--- src/hw/fetch_pkg.sv ---
// shared widths, branch kinds and BTB entry layout for the fetch front end
// imported by every front-end module
package fetch_pkg;

  localparam int ADDR_W     = 32;
  localparam int OFFS_W     = 5;   // 32-byte fetch blocks
  localparam int GHT_W      = 8;
  localparam int PRED_IDX_W = 10;  // 1024 entries per direction table

  localparam int BLOCK_BYTES = 1 << OFFS_W;
  localparam int BTB_TAG_W   = ADDR_W - OFFS_W - 6;  // sized for the default 64-entry BTB

  typedef logic [ADDR_W-1:0] addr_t;
  typedef logic [GHT_W-1:0]  ght_t;  // newest outcome in bit 0

  typedef enum logic [1:0] {
    BR_COND   = 2'd0,
    BR_UNCOND = 2'd1,
    BR_CALL   = 2'd2,
    BR_RET    = 2'd3
  } branch_kind_t;

  typedef struct packed {
    logic                 valid;
    logic [BTB_TAG_W-1:0] tag;
    branch_kind_t         kind;
    addr_t                target;
  } btb_entry_t;

  // drop the offset bits so the address points at the start of its block
  function automatic addr_t block_align(input addr_t addr);
    block_align = {addr[ADDR_W-1:OFFS_W], {OFFS_W{1'b0}}};
  endfunction

endpackage

--- src/hw/return_stack.sv ---
// circular return-address stack, top read combinationally
// overflow wraps onto the oldest entry
`timescale 1ns/1ps

module return_stack import fetch_pkg::*; #(
  parameter int RAS_DEPTH_W = 3
) (
  input  logic  clk,
  input  logic  rst,

  input  logic  push,
  input  addr_t push_addr,
  input  logic  pop,

  output addr_t top
);

  localparam int DEPTH = 1 << RAS_DEPTH_W;

  addr_t                  stack [DEPTH];
  logic [RAS_DEPTH_W-1:0] ptr;  // points at the current top
  logic [RAS_DEPTH_W-1:0] ptr_up;

  assign ptr_up = ptr + 1'b1;  // wraps
  assign top    = stack[ptr];

  always_ff @(posedge clk) begin
    if (rst) begin
      ptr <= '0;
      for (int i = 0; i < DEPTH; i++)
        stack[i] <= '0;
    end else if (push) begin
      stack[ptr_up] <= push_addr;
      ptr           <= ptr_up;
    end else if (pop) begin
      ptr <= ptr - 1'b1;  // empty pop just moves on
    end
  end

endmodule

--- config.mk ---
export PLATFORM = sky130hd
export DESIGN_NAME = return_stack
export DESIGN_NICKNAME = d
export VERILOG_FILES = /design/src/hw/fetch_pkg.sv /design/src/hw/return_stack.sv
export SDC_FILE = /design/constraint.sdc
export NUM_CORES = 1
export LEC_CHECK = 0
export BUFFER_PORTS_ARGS = -buffer_cell sky130_fd_sc_hd__buf_2
export CORE_ASPECT_RATIO = 0.7
export CORE_MARGIN = 3
export CORE_UTILIZATION = 42
export CTS_BUF_LIST = sky130_fd_sc_hd__clkbuf_2 sky130_fd_sc_hd__clkbuf_4 sky130_fd_sc_hd__clkbuf_8
export CTS_CLUSTER_DIAMETER = 150
export CTS_CLUSTER_SIZE = 20
export DETAILED_ROUTE_END_ITERATION = 10
export MAX_ROUTING_LAYER = met4
export SETUP_SLACK_MARGIN = 0.05
export SYNTH_ARGS = -nofsm -noshare
export SYNTH_HDL_FRONTEND = slang
export SYNTH_SLANG_ARGS = --single-unit
export TNS_END_PERCENT = 30
--- constraint.sdc ---
create_clock -name clk -period 3.14 [get_ports clk]
set_input_delay 0.314 -clock clk [delete_from_list [all_inputs] [get_ports clk]]
set_output_delay 0.314 -clock clk [all_outputs]
set_load 0.005 [all_outputs]
# ---- Word-level counts from Yosys, hierarchy flattened
# Memory sizes are Yosys's and may differ from the RTL's. A register that Yosys moved wholly into a read port is not among the register bits.
# Index checks and enable logic that the tools add are counted.
dict set report op_classes {
  n_shift 0
  bitwise 0
  n_addsub 2
  order_cmp 0
  n_reduce_logical 2
  mux 12
  multipliers 0
  eq_ne 0
  div 0
}
# op n
set ops {}
lappend ops {{two-way mux 32 bit} 1}
lappend ops {{OR reduction 32 bit} 1}
lappend ops {{two-way mux 3 bit} 5}
lappend ops {{two-way mux 1 bit} 6}
lappend ops {{adder 3 x 1 -> 3 bit (second input constant)} 1}
lappend ops {{subtractor 3 x 1 -> 3 bit (second input constant)} 1}
lappend ops {{nonzero test 2 bit} 1}
dict set report word_totals {
  input_bits 36
  mem_bits_rw 256
  latch_bits 0
  register_bits 3
  romBits 0
  n_memories 1
  out_inout_bits 32
}
# name depth width rd rd_ports_with_merged_regs wr line_no
set mem_list {}
lappend mem_list {stack 8 32 1 1 8 return_stack.sv:20} ;# addr_t stack [DEPTH];

# ---- Depth between registers and ports, before layout
dict set report logic_depth {
  ltp_word 5
  depth_mapped 6
}

# ---- Worst setup path before layout
# OpenSTA, ideal clock, no wires.
dict set report synth_timing {
  kind {reg-to-reg}
  startpoint {reg ptr[0]}
  endpoint {mem stack[5][0] (netlist bit), enable pin}
  period_less_slack_ps 2380
  path_buffers 0
  required_time_ps 2765
  path_stages_with_launch 6
  setup_ps 375
  path_slack_ps 760
  t_arrival_ps 2005
  cell_sequence {dfxtp_1 > inv_1 > ha_1 > or4b_4 > nor2_4 > or2_2}
}
# item line_no
set synth_lines {}
lappend synth_lines {{start, declared} return_stack.sv:21} ;# logic [RAS_DEPTH_W-1:0] ptr;
lappend synth_lines {{start signal, assigned} return_stack.sv:34} ;# ptr <= ptr_up;
lappend synth_lines {{start signal, assigned} return_stack.sv:36} ;# ptr <= ptr - 1'b1;
lappend synth_lines {{end, declared} return_stack.sv:20}

==> flow_metrics.py <==
metrics = {
    "floorplan": {
        "placementRows": 50,
        "design.core.area_mm2": 0.0272,
        "design.portCount": 68,
        "dieArea_mm2": 0.0301,
        "die-width_um": 206,
        "die_height_um": 146,
        "starting_density_of_the_core_pct": 43.3,
    },
    "clocking": {
        "tritoncts": "yes",
        "post-cts-setup-buffer-count": 0,
        "cts.htree.levels": 1,
        "postCtsHoldBufs": 0,
        "cts_max_path_buffers": 3,
        "clock_latency_ns": 0.53,
        "clockRootBuffer": "clkbuf_8",
        "cts.clk_slew.worst_paths_ns": 0.12,
        "post_cts_resize_count": 0,
        "cts_inserted_buffers": 17,
        "clkSinkCount": 262,
    },
    "placement": {
        "placedCellCount": 1103,
        "detailed_place_hpwl_um": 14600,
        "routabilityCongestion": 0.742,
        "port_buffers": 67,
    },
    "yosys": {
        "synthXorXnorAreaFrac_pct": 0.223,
        "synth-edff-count": 256,
        "dominant_combinational_cell_family_by_area_after_synthesis": "multiplexers",
        "syn-mean-instance-area_um2": 16.9,
        "synthesis.yosys.warnings": 0,
        "yosys.area_share.adder_pct": 0.213,
        "syn_nets": 733,
        "post_synth_arst_share_pct": 0,
        "post_synth_mux_area_share_pct": 15.7,
        "synth-seq-cells": 262,
        "synth_ff_type": "edfxtp_1",
        "synth-compound-area-share_pct": 0.181,
        "post_synthesis_share_of_cell_area_spent_on_and_or_nand_and_nor_gates_pct": 15.1,
        "synthesized_netlist_cell_count": 695,
        "seq_area_frac_synth_pct": 66.4,
        "syn_area_mm2": 0.0118,
        "synth.lib_cells_used.distinct": 30,
    },
    "power_and_ir_drop": {
        "power.static_leakage_nw": 4.74,
        "irDropWorstVdd_mv": 0.355,
        "powerDensity_mw_per_mm2": 524,
    },
    "route": {
        "first_iter_violations": 461,
        "detail_route.vias_per_cell": 5.27,
        "antenna_left": 0,
        "num_vias": 5980,
        "routed_wire_length_per_instance_um": 23.4,
        "routed_wirelength_um": 26600,
        "drc_errors": 0,
        "firstDrtPassIters": 5,
    },
    "timing": {
        "finalCriticalPeriod_ns": 2.78,
        "worst_slew_margin_rel_pct": 25.1,
        "timing.final.setup_violations": 0,
        "rsz0062_at_grt": "false",
        "final-max-slew-violation-count": 0,
        "post-route-period-util_pct": 88.6,
        "final_hold_viol_count": 0,
        "largest_clock_skew_in_the_final_design_ns": 0.0265,
        "timing.fmax_mhz": 359,
        "tns_ns": 0,
        "transition_time_at_the_pin_with_the_least_slew_margin_ns": 1.12,
    },
    "worst_setup_path": {
        "slowest_stage": "dfxtp_4",
        "worst_setup_path_start_kind": "register",
        "crit_buf_inv": 2,
        "setup.worst_path.end_class": "output port",
        "crit-reg2reg-capture": "stack[7][30]$_SDFFCE_PN0P_",
        "worst_ep_required_time_ns": 2.83,
        "r2r-start": "ptr[0]$_SDFFE_PP0N_",
        "cp_top_family": "multiplexers",
        "cell_by_cell_trace_of_the_critical_path": "buf_4, mux4_1, mux2_2, buf_2",
        "critical_path_depth": 4,
        "rrSetupSlack_ns": 0.50,
        "timing_worst_setup_path_type": "reg2out",
        "timing.reg2reg.worst_path_depth": 5,
        "max_stage_delay_ns": 0.61,
        "path_max_fanout": 17,
        "worstPathArrival_ns": 2.47,
    },
    "grt": {
        "grt_pass1_vias": 6596,
        "groute.usage.overall_pct": 18.8,
        "grt-ovfl-total": 0,
        "grt_max_degree": 65,
        "groute.layer.met1.usage_pct": 25.1,
        "grt_busiest_layer": "met2",
        "grt_use_met3_pct": 3.23,
        "number_of_antenna_violations_at_the_first_check_in_global_routing": 3,
        "wire_length_of_the_first_global_routing_pass_um": 40700,
        "met2_usage_pct": 31.2,
    },
    "cells_and_area": {
        "num-fill-cells": 2339,
        "multi_input_area_mm2": 0.00372,
        "final_cells": 1135,
        "seq_area_mm2": 0.00781,
        "finalNetCount": 796,
        "most-common-layout-cells": "256 x and2_1, 256 x edfxtp_1, 67 x buf_2",
        "finalCoreUtilization_pct": 47.6,
        "area.growth.synth_to_final_pct": 9.85,
        "layout-drive-gt1-share_pct": 28.8,
    },
    "run_status": {
        "status": "finished, final reports clean",
    },
    "flow_run": {
        "maxcap_violations": 0,
    },
    "min_path": {
        "holdCritStartpoint": "rst",
        "holdCritPathClass": "in2reg",
        "hold-path-cell-count": 2,
    },
}
[worst register-to-register path: stages (launching register included)]
cell	delay [ns]
dfxtp_1	0.45
inv_1	0.11
ha_1	0.46
nand4bb_1	0.20
nor2_2	0.13
or2_2	0.87
[state kept, by name, indices dropped and copies added (netlist names), named ones only]
register	flops
stack	256
ptr	3
[stage by stage]
stage	cell area (µm²)	hold WS (ns)	worst slack (ns)	total power, mW
final	12900	0.114	0.358	6.78
after global routing	12900	0.105	0.176	7.06
after CTS	12900	0.0881	0.275	6.85
after detailed placement	12600	0.583	0.534	5.14
after global placement	12600	0.557	0.653	5.11
after floorplan	11800	0.507	0.760	4.75
[worst max path at each step]
stage / from / slack (ns) / endpoint
CTS: register / 0.27 / top[22]
floorplan: ptr[0]$_SDFFE_PP0N_ / 0.76 / stack[5][0]$_SDFFCE_PN0P_
detailed placement: ptr[0]$_SDFFE_PP0N_ / 0.53 / stack[6][4]$_SDFFCE_PN0P_
global route: register / 0.18 / top[22]
global placement: ptr[0]$_SDFFE_PP0N_ / 0.65 / stack[6][4]$_SDFFCE_PN0P_
finish: register / 0.36 / top[22]
[report_power, final]
group          leakage [nW]  switching, mW  internal [mW]  total [mW]
registers              2.70         0.0806           4.05        4.13
clock network         0.183           1.08          0.661        1.74
logic                  1.86          0.474          0.438       0.911
[metal layers]
| metal | vias to the layer above | wire [µm] |
|---|---|---|
| met5 | - | 0 |
| met4 | 0 | 376 |
| met3 | 25 | 1190 |
| met2 | 130 | 13200 |
| met1 | 3121 | 11800 |
| li1 | 2704 | - |
[cell usage after synthesis, types with 2 or more instances]
library cell,instances,area [µm²]
nand3b_1,2,15.0
dfxtp_1,6,120
buf_4,6,45.0
mux4_2,52,1170
nor2_4,2,22.5
mux2_2,32,360
xnor2_1,2,17.5
mux4_1,12,315
edfxtp_1,256,7690
buf_6,7,78.8
and2_1,256,1600
buf_2,7,35.0
ha_1,2,25.0
or2_2,8,50.1
clkbuf_1,23,86.3
nor2_1,7,26.3
inv_1,2,7.51
[final cells by class]
type,count,share of cell area [%]
Sequential cell,262,60.5
Multi-Input combinational cell,387,28.8
Timing Repair Buffer,88,4.49
Tap cell,364,3.52
Clock buffer,28,2.45
Clock inverter,1,0.155
Inverter,2,0.0581
Antenna cell,3,0.0581
[cells by family after synthesis]
group / Yosys count
buf+inv: 46
flops: 262
fa+ha+maj: 2
simple gates: 283
compound gates: 3
xor+xnor: 3
mux: 96
Note: power is estimated with default switching activity, not from simulation.
