### config.mk
export PLATFORM = sky130hd
export DESIGN_NAME = fetch_sequencer
export DESIGN_NICKNAME = d
export VERILOG_FILES = /design/src/hw/fetch_pkg.sv /design/src/hw/fetch_sequencer.sv
export SDC_FILE = /design/constraint.sdc
export NUM_CORES = 1
export LEC_CHECK = 0
export CORE_AREA = 2 2 97 99
export CTS_CLUSTER_DIAMETER = 200
export DETAILED_ROUTE_END_ITERATION = 12
export DIE_AREA = 0 0 99 101
export DONT_BUFFER_PORTS = 1
export GPL_ROUTABILITY_DRIVEN = 1
export PLACE_DENSITY = 0.65
export SKIP_CTS_REPAIR_TIMING = 1
export SYNTH_ARGS = -nofsm -noshare
export SYNTH_HDL_FRONTEND = slang
export SYNTH_SLANG_ARGS = --single-unit
### constraint.sdc
create_clock -name clk -period 6.2 [get_ports clk]
set_input_delay 0.31 -clock clk [delete_from_list [all_inputs] [get_ports clk]]
set_output_delay 0.31 -clock clk [all_outputs]
set_load 0.05 [all_outputs]
### src/hw/fetch_pkg.sv
// shared widths, branch kinds and BTB entry layout for the fetch front end
// imported by every front-end module
package fetch_pkg;

  localparam int ADDR_W     = 32;
  localparam int OFFS_W     = 5;   // 32-byte fetch blocks
  localparam int GHT_W      = 8;
  localparam int PRED_IDX_W = 10;  // 1024 entries per direction table

  localparam int BLOCK_BYTES = 1 << OFFS_W;
  localparam int BTB_TAG_W   = ADDR_W - OFFS_W - 6;  // sized for the default 64-entry BTB

  typedef logic [ADDR_W-1:0] addr_t;
  typedef logic [GHT_W-1:0]  ght_t;  // newest outcome in bit 0

  typedef enum logic [1:0] {
    BR_COND   = 2'd0,
    BR_UNCOND = 2'd1,
    BR_CALL   = 2'd2,
    BR_RET    = 2'd3
  } branch_kind_t;

  typedef struct packed {
    logic                 valid;
    logic [BTB_TAG_W-1:0] tag;
    branch_kind_t         kind;
    addr_t                target;
  } btb_entry_t;

  // drop the offset bits so the address points at the start of its block
  function automatic addr_t block_align(input addr_t addr);
    block_align = {addr[ADDR_W-1:OFFS_W], {OFFS_W{1'b0}}};
  endfunction

endpackage

### src/hw/fetch_sequencer.sv
// fetch address and global history registers with next-block selection
// priority: interrupt, retire mispredict, BTB hit, sequential block
`timescale 1ns/1ps

module fetch_sequencer import fetch_pkg::*; #(
  parameter addr_t RESET_IP = 32'h0000_1000
) (
  input  logic         clk,
  input  logic         rst,

  input  logic         irq_load,
  input  addr_t        irq_ip,

  input  logic         retire_en,
  input  logic         retire_mispredict,
  input  logic         retire_taken,
  input  branch_kind_t retire_kind,
  input  addr_t        retire_src_ip,
  input  addr_t        retire_target,
  input  ght_t         retire_ght,

  input  logic         hit,
  input  branch_kind_t hit_kind,
  input  addr_t        hit_target,
  input  logic         pred_taken,
  input  addr_t        ras_top,

  output addr_t        fetch_ip,
  output ght_t         fetch_ght,

  output logic         ras_push,
  output addr_t        ras_push_addr,
  output logic         ras_pop
);

  addr_t seq_ip;
  addr_t next_ip;
  ght_t  next_ght;

  assign seq_ip = fetch_ip + addr_t'(BLOCK_BYTES);

  always_comb begin
    next_ip       = seq_ip;
    next_ght      = fetch_ght;
    ras_push      = 1'b0;
    ras_push_addr = seq_ip;
    ras_pop       = 1'b0;

    if (irq_load) begin
      next_ip       = block_align(irq_ip);
      ras_push      = 1'b1;
      ras_push_addr = fetch_ip;  // resume at the interrupted block
    end else if (retire_en && retire_mispredict) begin
      next_ip = retire_taken ? block_align(retire_target)
                             : block_align(retire_src_ip) + addr_t'(BLOCK_BYTES);
      if (retire_kind == BR_COND)
        next_ght = {retire_ght[GHT_W-2:0], retire_taken};
      else
        next_ght = retire_ght;
    end else if (hit) begin
      case (hit_kind)
        BR_RET: begin
          ras_pop = 1'b1;
          next_ip = block_align(ras_top);
        end
        BR_CALL: begin
          ras_push = 1'b1;  // fall-through is the default push address
          next_ip  = block_align(hit_target);
        end
        BR_UNCOND: next_ip = block_align(hit_target);
        default: begin  // conditional
          if (pred_taken)
            next_ip = block_align(hit_target);
          next_ght = {fetch_ght[GHT_W-2:0], pred_taken};
        end
      endcase
    end
  end

  always_ff @(posedge clk) begin
    if (rst) begin
      fetch_ip  <= RESET_IP;
      fetch_ght <= '0;
    end else begin
      fetch_ip  <= next_ip;
      fetch_ght <= next_ght;
    end
  end

endmodule

# Word-level counts from Yosys, hierarchy flattened
# Index checks and enable logic that the tools add are counted.
# totals
regBits	40
# op_classes
n_addsub	2
eq_ne	4
mux	19
n_bitwise	1
reduce_logical	7
# op_table
cell	count
2-to-1 mux 32 bit	6
adder 32 x 6 -> 32 bit, second input constant	2
case mux 32 bit (2 select lines)	1
2-to-1 mux 8 bit	4
2-to-1 mux 1 bit	8
equality test 2 bit, second input constant	2
OR reduction 2 bit	2
AND reduction 3 bit	1
OR reduction 3 bit	1
equality test 2 x 1 -> 1 bit, second input constant	1
zero test 2 bit	1
!= test 2 x 1 -> 1 bit, second input constant	1
nonzero test 2 bit	1
logical AND 1 bit	1
inverter 1 bit	1

# Depth between registers and ports, before layout
# Gate-level depths: netlist of run 1.
# logic_depth
ltp_word	6
mapped_depth	10
mapped_depth_nobuf	7

# Least setup slack after synthesis of run 1
# No wires, ideal clock.
# synth_path
path_kind	register to output
startpoint	register fetch_ip[5]
endpoint	output port ras_push_addr[31]
arrival_time_ns	2.942
t_required_ns	5.890
slack_ns	2.948
stages_incl_launch_ff	7
n_path_buf	0
cell_sequence	dfxtp_1 > ha_1 > nand3_1 > or4_4 > or3_4 > nor2_1 > xor2_1
# synth_between
elab_chain_cells	2
# synth_lines
element	line_no	source
start, declared	fetch_sequencer.sv:28	output addr_t fetch_ip,
start signal, assigned	fetch_sequencer.sv:85	fetch_ip <= next_ip;
adder 32 x 6 -> 32 bit	fetch_sequencer.sv:40	assign seq_ip = fetch_ip + addr_t'(BLOCK_BYTES);
2-to-1 mux 32 bit	fetch_sequencer.sv:49	if (irq_load) begin
end, declared	fetch_sequencer.sv:32	output addr_t ras_push_addr,
# No other way between the ends.

# Final worst setup path of run 1
# layout_path
startpoint	register fetch_ip[10]
endpoint	output port ras_push_addr[25]
# Same word-level chain as after synthesis.

==> reports/summary.txt, run 1 <==
Synth area leader -> dfxtp_1
Synth Register Bits -> 40
CTS tree -> done
Final GP Congestion -> 0.935
global-route wire length before repair -> 25100 µm
EDFF count, synth -> 0
DR WL met2 -> 7690 µm
crit start category -> register
Final Setup Violations -> 0
Flop pwr share -> 46.3%
synth warn -> 0
drc violations -> 0
die extent in y -> 101 µm
clk slew on worst S/H paths -> 80 ps
Cell Rows -> 35
Inserted Clock Buffers -> 5
FILL cells -> 949
antenna-violating nets left -> 0
CTS root buf -> clkbuf_8
core box area -> 8980 µm²
sequential fraction of the synthesis area -> 18.2%
Via Count -> 4594
Max Used Layer -> met4
crit-path max cell delay -> 830 ps
initial antenna violation count -> 1
Synth top area share -> 18.2%
Cell Int Power -> 0.438 mW
Final Hold Fails -> 0
Die ar. -> 10000 µm²
final worst setup slack -> 1930 ps
crit end category -> output pin
fin util -> 48.6%
number of global-route vias before repair -> 4509
RSZ-0062 raised after global routing -> no
synth top area cells -> dfxtp_1 (18%), xor2_1 (6.8%), a221oi_1 (5.0%)
largest net degree at the start of global routing -> 75
total negative setup slack -> 0 ps
Worst Setup EP -> ras_push_addr[25]
Net Sw Frac -> 44.2%
max cap viols -> 0
H-tree levels -> 2
Final Instance Area -> 4370 µm²
worst hold path type -> input port to register
CP max-delay cell -> xor2_1
vias per cell -> 7.00
Overall Power -> 0.784 mW
total gr overflow -> 0
r2r setup slk -> 3150 ps
total track usage -> 32.1%
highest clock rate -> 234 MHz
CP Class -> register to output pin
layout cells sized above 1 -> 5.70%
Layout area overhead -> -0.655%
leakage -> 1.58 nW
Slew Limit Fails -> 0
Avg Cell Area, Syn -> 7.49 µm²
Post-Synthesis Cells -> 587
met3 WL -> 1610 µm
Die Wd -> 99 µm
TritonRoute pass-1 iters -> 4
hold path start -> rst
distinct cell type count after synthesis -> 75
main flop type after synthesis -> dfxtp_1
r2r startpoint -> fetch_ip[10]$_SDFF_PP0_
Peak VDD IR -> 0.0831 mV
post-route clock period utilization -> 68.8%
Setup crit start -> fetch_ip[10]$_SDFF_PP0_
clock power share -> 24.1%
r2r worst-path depth -> 5
Max-slew headroom -> 21.4%
Combinational Power Share -> 29.6%
worst path arrival time -> 3960 ps
Mapped Area -> 4400 µm²
dpl hpwl -> 12400 µm
Sw Pwr -> 0.347 mW
Nets -> 728
RR Endpoint -> fetch_ip[26]$_SDFF_PP0_
post-route minimum period -> 4270 ps
Avg WL per Cell -> 25.3 µm
skew final -> 4.40 ps
status -> finished, final reports clean
worst skew pair latency -> 300 ps
PD cells -> 180 nW/µm²
clock tree sinks -> 40
CP cell instances -> nand4_1 -> or4_4 -> or3_4 -> nor2_1 -> xor2_1
Routed Wire Length -> 16600 µm
PortBufs -> 0
Initial Util -> 49.0%
Worst EP required -> 5890 ps
Placed Area -> 4270 µm²
Place WS -> 2310 ps
Starting DRT DRC Count -> 338
CP Max Fanout -> 14
ys async rst share -> 0%
CTS Buffer Depth -> 2
actual slew at the worst max-slew pin -> 1180 ps
io pins -> 254
syn nets -> 772
DRT met1 WL -> 6990 µm
## placed cells by master (no fill, tap or decap), types with 4 or more instances in the layout
cell type / instances
o21ai_0: 37
a22oi_1: 18
nand2_1: 48
clkbuf_8: 6
ha_1: 5
a31oi_1: 7
a21oi_1: 12
a22o_1: 8
o211ai_1: 6
nand2b_1: 10
mux2i_1: 19
or3_1: 8
nor4_1: 22
xor2_1: 34
nor2b_1: 7
and2_1: 7
o31a_1: 4
inv_1: 28
a221oi_1: 25
and4_1: 4
a2bb2oi_1: 5
nand3_1: 18
nand4_1: 17
o211a_1: 4
xnor2_1: 18
nor3_1: 12
nor2_1: 37
or4_1: 4
and3_1: 9
dfxtp_1: 40
## worst max-delay path: cells and delay by family (launching register included)
family	cells	cell delay (ps)
AND/OR/NAND/NOR	4	2030
XOR/XNOR	1	830
flip-flops	1	790
## area by class of cell
class / count / area (µm²) / area share [%]
multi-input combinational: 467 / 3220 / 73.7
sequential: 40 / 801 / 18.3
tap: 111 / 139 / 3.18
inverter: 28 / 105 / 2.41
clock buffer: 6 / 82.6 / 1.89
clock inverter: 2 / 10.0 / 0.229
timing repair buffer: 1 / 7.51 / 0.172
antenna: 1 / 2.50 / 0.0573
## synthesized netlist by cell type, drive strengths merged, types with 2 or more instances
master / n
mux2i: 19
nand4: 18
nor3: 12
nand3: 19
nand2: 48
a2bb2oi: 5
xnor2: 18
and4: 4
mux2: 3
and2: 7
a22oi: 18
or3: 10
a21o: 3
dfxtp: 40
a211oi: 2
a221oi: 26
clkbuf: 32
nand2b: 10
a31oi: 7
buf: 19
inv: 28
a21oi: 14
nor4b: 3
o21ai: 37
o211ai: 6
a31o: 3
ha: 5
a311oi: 3
a211o: 2
o31a: 5
a2111oi: 3
xor2: 34
a22o: 8
o21a: 3
nor4: 24
o311ai: 4
nor2b: 8
or4: 6
nor2: 37
and3: 9
o211a: 4
o31ai: 3
nor3b: 3
## worst min-delay path by stage
| stage | to | slack, ps | depth (start not counted) |
|---|---|---|---|
| 5_1_grt | fetch_ght[3]$_SDFFE_PP0P_ | 60 | 1 |
| 3_5_place_dp | fetch_ght[7]$_SDFFE_PP0P_ | 390 | 1 |
| 3_3_place_gp | fetch_ght[5]$_SDFFE_PP0P_ | 390 | 1 |
| 2_1_floorplan | fetch_ip[14]$_SDFF_PP0_ | 420 | 2 |
| 6_report | fetch_ght[5]$_SDFFE_PP0P_ | 80 | 1 |
| 4_1_cts | fetch_ght[7]$_SDFFE_PP0P_ | 70 | 1 |
## kinds of logic (layout without fill, tap and decap cells)
family                     Yosys count  after routing  share of synthesized area (%)
buffers and inverters               80             37                           8.80
and+or+nand+nor                    221            221                           28.1
other                                0              1                              0
xor gates and xnor gates            52             52                           10.4
adders and majority gates            5              5                           1.42
muxes                               22             22                           5.10
AOI/OAI and AO/OA                  167            167                           28.0
DFF                                 40             40                           18.2
## power groups by stage
| stage | logic, mW | clock network (mW) | registers, mW |
|---|---|---|---|
| after detailed placement | 0.230 | 0 | 0.369 |
| final | 0.232 | 0.189 | 0.363 |
| after global placement | 0.226 | 0 | 0.368 |
| after CTS | 0.230 | 0.193 | 0.363 |
| after global routing | 0.249 | 0.204 | 0.366 |
| after floorplan | 0.211 | 0 | 0.351 |
## routing by layer
layer,GRT usage [%],vias up
met5,0,-
met2,52.5,274
met1,42.0,2170
met3,7.49,25
met4,9.91,0
li1,-,2125
## flip-flops by register name (all words and copies together), names as in the netlist
register / cells
fetch_ip: 32
fetch_ght: 8
## metrics by stage
step,std cells,hold slack (ps)
finish,656,75.9
CTS,655,65.2
floorplan,587,418
global placement,647,386
detailed placement,647,390
global route,656,58.8
(Power assumes the default switching activity.)
==> run 2, diff against run 1 <==
--- a/config.mk
+++ b/config.mk
@@ -5,13 +5,13 @@
 export SDC_FILE = /design/constraint.sdc
 export NUM_CORES = 1
 export LEC_CHECK = 0
-export CORE_AREA = 2 2 97 99
+export CORE_AREA = 2 2 98 100
 export CTS_CLUSTER_DIAMETER = 200
 export DETAILED_ROUTE_END_ITERATION = 12
-export DIE_AREA = 0 0 99 101
+export DIE_AREA = 0 0 100 102
 export DONT_BUFFER_PORTS = 1
 export GPL_ROUTABILITY_DRIVEN = 1
-export PLACE_DENSITY = 0.65
+export PLACE_DENSITY = 0.64
 export SKIP_CTS_REPAIR_TIMING = 1
 export SYNTH_ARGS = -nofsm -noshare
 export SYNTH_HDL_FRONTEND = slang
==> constraint.sdc (replaced) <==
create_clock -name clk -period 4.4 [get_ports clk]
set_input_delay 0.22 -clock clk [delete_from_list [all_inputs] [get_ports clk]]
set_output_delay 0.22 -clock clk [all_outputs]
set_load 0.05 [all_outputs]
==> reports/summary.txt, run 2 (synthesis gave the netlist of run 1 again) <==
worst path arrival time -> 3300 ps (was 3960 ps)
post-route clock period utilization -> 80.1%
fin util -> 50.6% (was 48.6%)
CP Max Fanout -> 11 (was 14)
Peak VDD IR -> 0.135 mV (was 0.0831 mV)
Cell Rows -> 35 (unchanged)
Nets -> 759 (was 728)
PD cells -> 247 nW/µm² (was 180 nW/µm²)
crit start category -> register (unchanged)
worst skew pair latency -> 290 ps (was 300 ps)
Final GP Congestion -> 0.928 (was 0.935)
number of global-route vias before repair -> 4517 (was 4509)
skew final -> 7.74 ps (was 4.40 ps)
largest reg by FF count -> fetch_ip (unchanged)
Layout area overhead -> 4.92% (was -0.655%)
post-route minimum period -> 3520 ps
drc violations -> 0 (unchanged)
H-tree levels -> 2 (unchanged)
most frequent cells in the layout -> nand2_1 (48), dfxtp_1 (40), nor2_1 (37), o21ai_0 (37), xor2_1 (34) (unchanged)
CP Class -> register to output pin (unchanged)
core box area -> 9110 µm² (was 8980 µm²)
Slew Limit Fails -> 0 (unchanged)
max cap viols -> 0 (unchanged)
global-route wire length before repair -> 25000 µm (was 25100 µm)
Via Count -> 4744 (was 4594)
Placed Area -> 4490 µm² (was 4270 µm²)
clock tree sinks -> 40 (unchanged)
actual slew at the worst max-slew pin -> 1130 ps (was 1180 ps)
Initial Util -> 48.3% (was 49.0%)
Worst EP required -> 4180 ps (was 5890 ps)
layout cells sized above 1 -> 10.4% (was 5.70%)
crit end category -> output pin (unchanged)
total gr overflow -> 0 (unchanged)
largest net degree at the start of global routing -> 75 (unchanged)
Hold Path Depth -> 1 (unchanged)
Starting DRT DRC Count -> 457 (was 338)
initial antenna violation count -> 1 (unchanged)
Largest register FFs -> 32 (unchanged)
r2r setup slk -> 1490 ps (was 3150 ps)
RSZ-0062 raised after global routing -> no (unchanged)
leakage -> 1.74 nW (was 1.58 nW)
top flop regs -> fetch_ip (32), fetch_ght (8) (unchanged)
Net Sw Frac -> 43.6% (was 44.2%)
met1 Use GR -> 41.3% (was 42.0%)
Flop pwr share -> 42.4% (was 46.3%)
Die ar. -> 10200 µm² (was 10000 µm²)
r2r worst-path depth -> 6 (was 5)
Final Setup Violations -> 0 (unchanged)
io pins -> 254 (unchanged)
Inserted Clock Buffers -> 5 (unchanged)
clk slew on worst S/H paths -> 90 ps (was 80 ps)
Max-slew headroom -> 24.4% (was 21.4%)
vias per cell -> 6.91 (was 7.00)
total negative setup slack -> 0 ps (unchanged)
Combinational Power Share -> 34.4% (was 29.6%)
Final Instance Area -> 4610 µm² (was 4370 µm²)
clock power share -> 23.2% (was 24.1%)
GR Util met3 -> 8.21% (was 7.49%)
Routed Wire Length -> 16800 µm (was 16600 µm)
highest clock rate -> 284 MHz
Avg WL per Cell -> 24.5 µm (was 25.3 µm)
CTS Buffer Depth -> 2 (unchanged)
total track usage -> 31.5% (was 32.1%)
dpl hpwl -> 12700 µm (was 12400 µm)
die extent in y -> 102 µm (was 101 µm)
Die Wd -> 100 µm (was 99 µm)
CTS tree -> done (unchanged)
Final Hold Fails -> 0 (unchanged)
Sw Pwr -> 0.497 mW (was 0.347 mW)
GRT busiest layer -> met2 (unchanged)
TritonRoute pass-1 iters -> 5 (was 4)
Overall Power -> 1.14 mW (was 0.784 mW)
Cell Int Power -> 0.643 mW (was 0.438 mW)
CTS root buf -> clkbuf_8 (unchanged)
worst hold path type -> input port to register (unchanged)
status -> finished, final reports clean (unchanged)
PortBufs -> 0 (unchanged)
GR Layer Usage met2 -> 51.1% (was 52.5%)
most common cell after layout, fill and taps aside -> nand2_1 (unchanged)
antenna-violating nets left -> 0 (unchanged)
[run 2: cell type report]
cell class	count	area, µm²
antenna	1	2.50
clock buffer	6	82.6
clock inverter	2	10.0
fill	940	4500
inverter	28	105
multi-input combinational	467	3220
sequential	40	801
tap	111	139
timing repair buffer	32	255
[run 2: routing by layer]
metal | share of wire [%] | wire length (µm)
met1 | 41 | 6820
met2 | 45 | 7590
met3 | 11 | 1910
met4 | 3.0 | 509
met5 | 0 | 0
[run 2: power groups by stage]
stage | combinational (mW) | clock (mW) | sequential [mW]
final | 0.393 | 0.264 | 0.483
after global routing | 0.418 | 0.286 | 0.487
after CTS | 0.381 | 0.272 | 0.482
after detailed placement | 0.380 | 0 | 0.491
after global placement | 0.376 | 0 | 0.490
after floorplan | 0.297 | 0 | 0.495
[run 2: through the flow]
stage | setup WS (ps) | std cells | hold WS, ps
after floorplan | 1240 | 587 | 328
after global placement | 1280 | 676 | 296
after detailed placement | 1270 | 676 | 298
after CTS | 934 | 684 | -20.5
after global routing | 802 | 687 | 3.59
final | 877 | 687 | 31.9
[run 2: final timing paths]
path                                                start                         to
worst max-delay path               fetch_ip[5]$_SDFF_PP0_          ras_push_addr[31]
worst max register to register     fetch_ip[5]$_SDFF_PP0_    fetch_ip[29]$_SDFF_PP0_
worst min register to register  fetch_ght[3]$_SDFFE_PP0P_  fetch_ght[3]$_SDFFE_PP0P_
worst min-delay path                             irq_load    fetch_ip[17]$_SDFF_PP0_
[run 2: critical path, stage by stage (launching register included)]
cell and delay, ps:
dfxtp_1 760, ha_1 380, nand3_1 270, or4_4 680
or3_4 380, nor2_1 140, xor2_1 170, buf_4 220
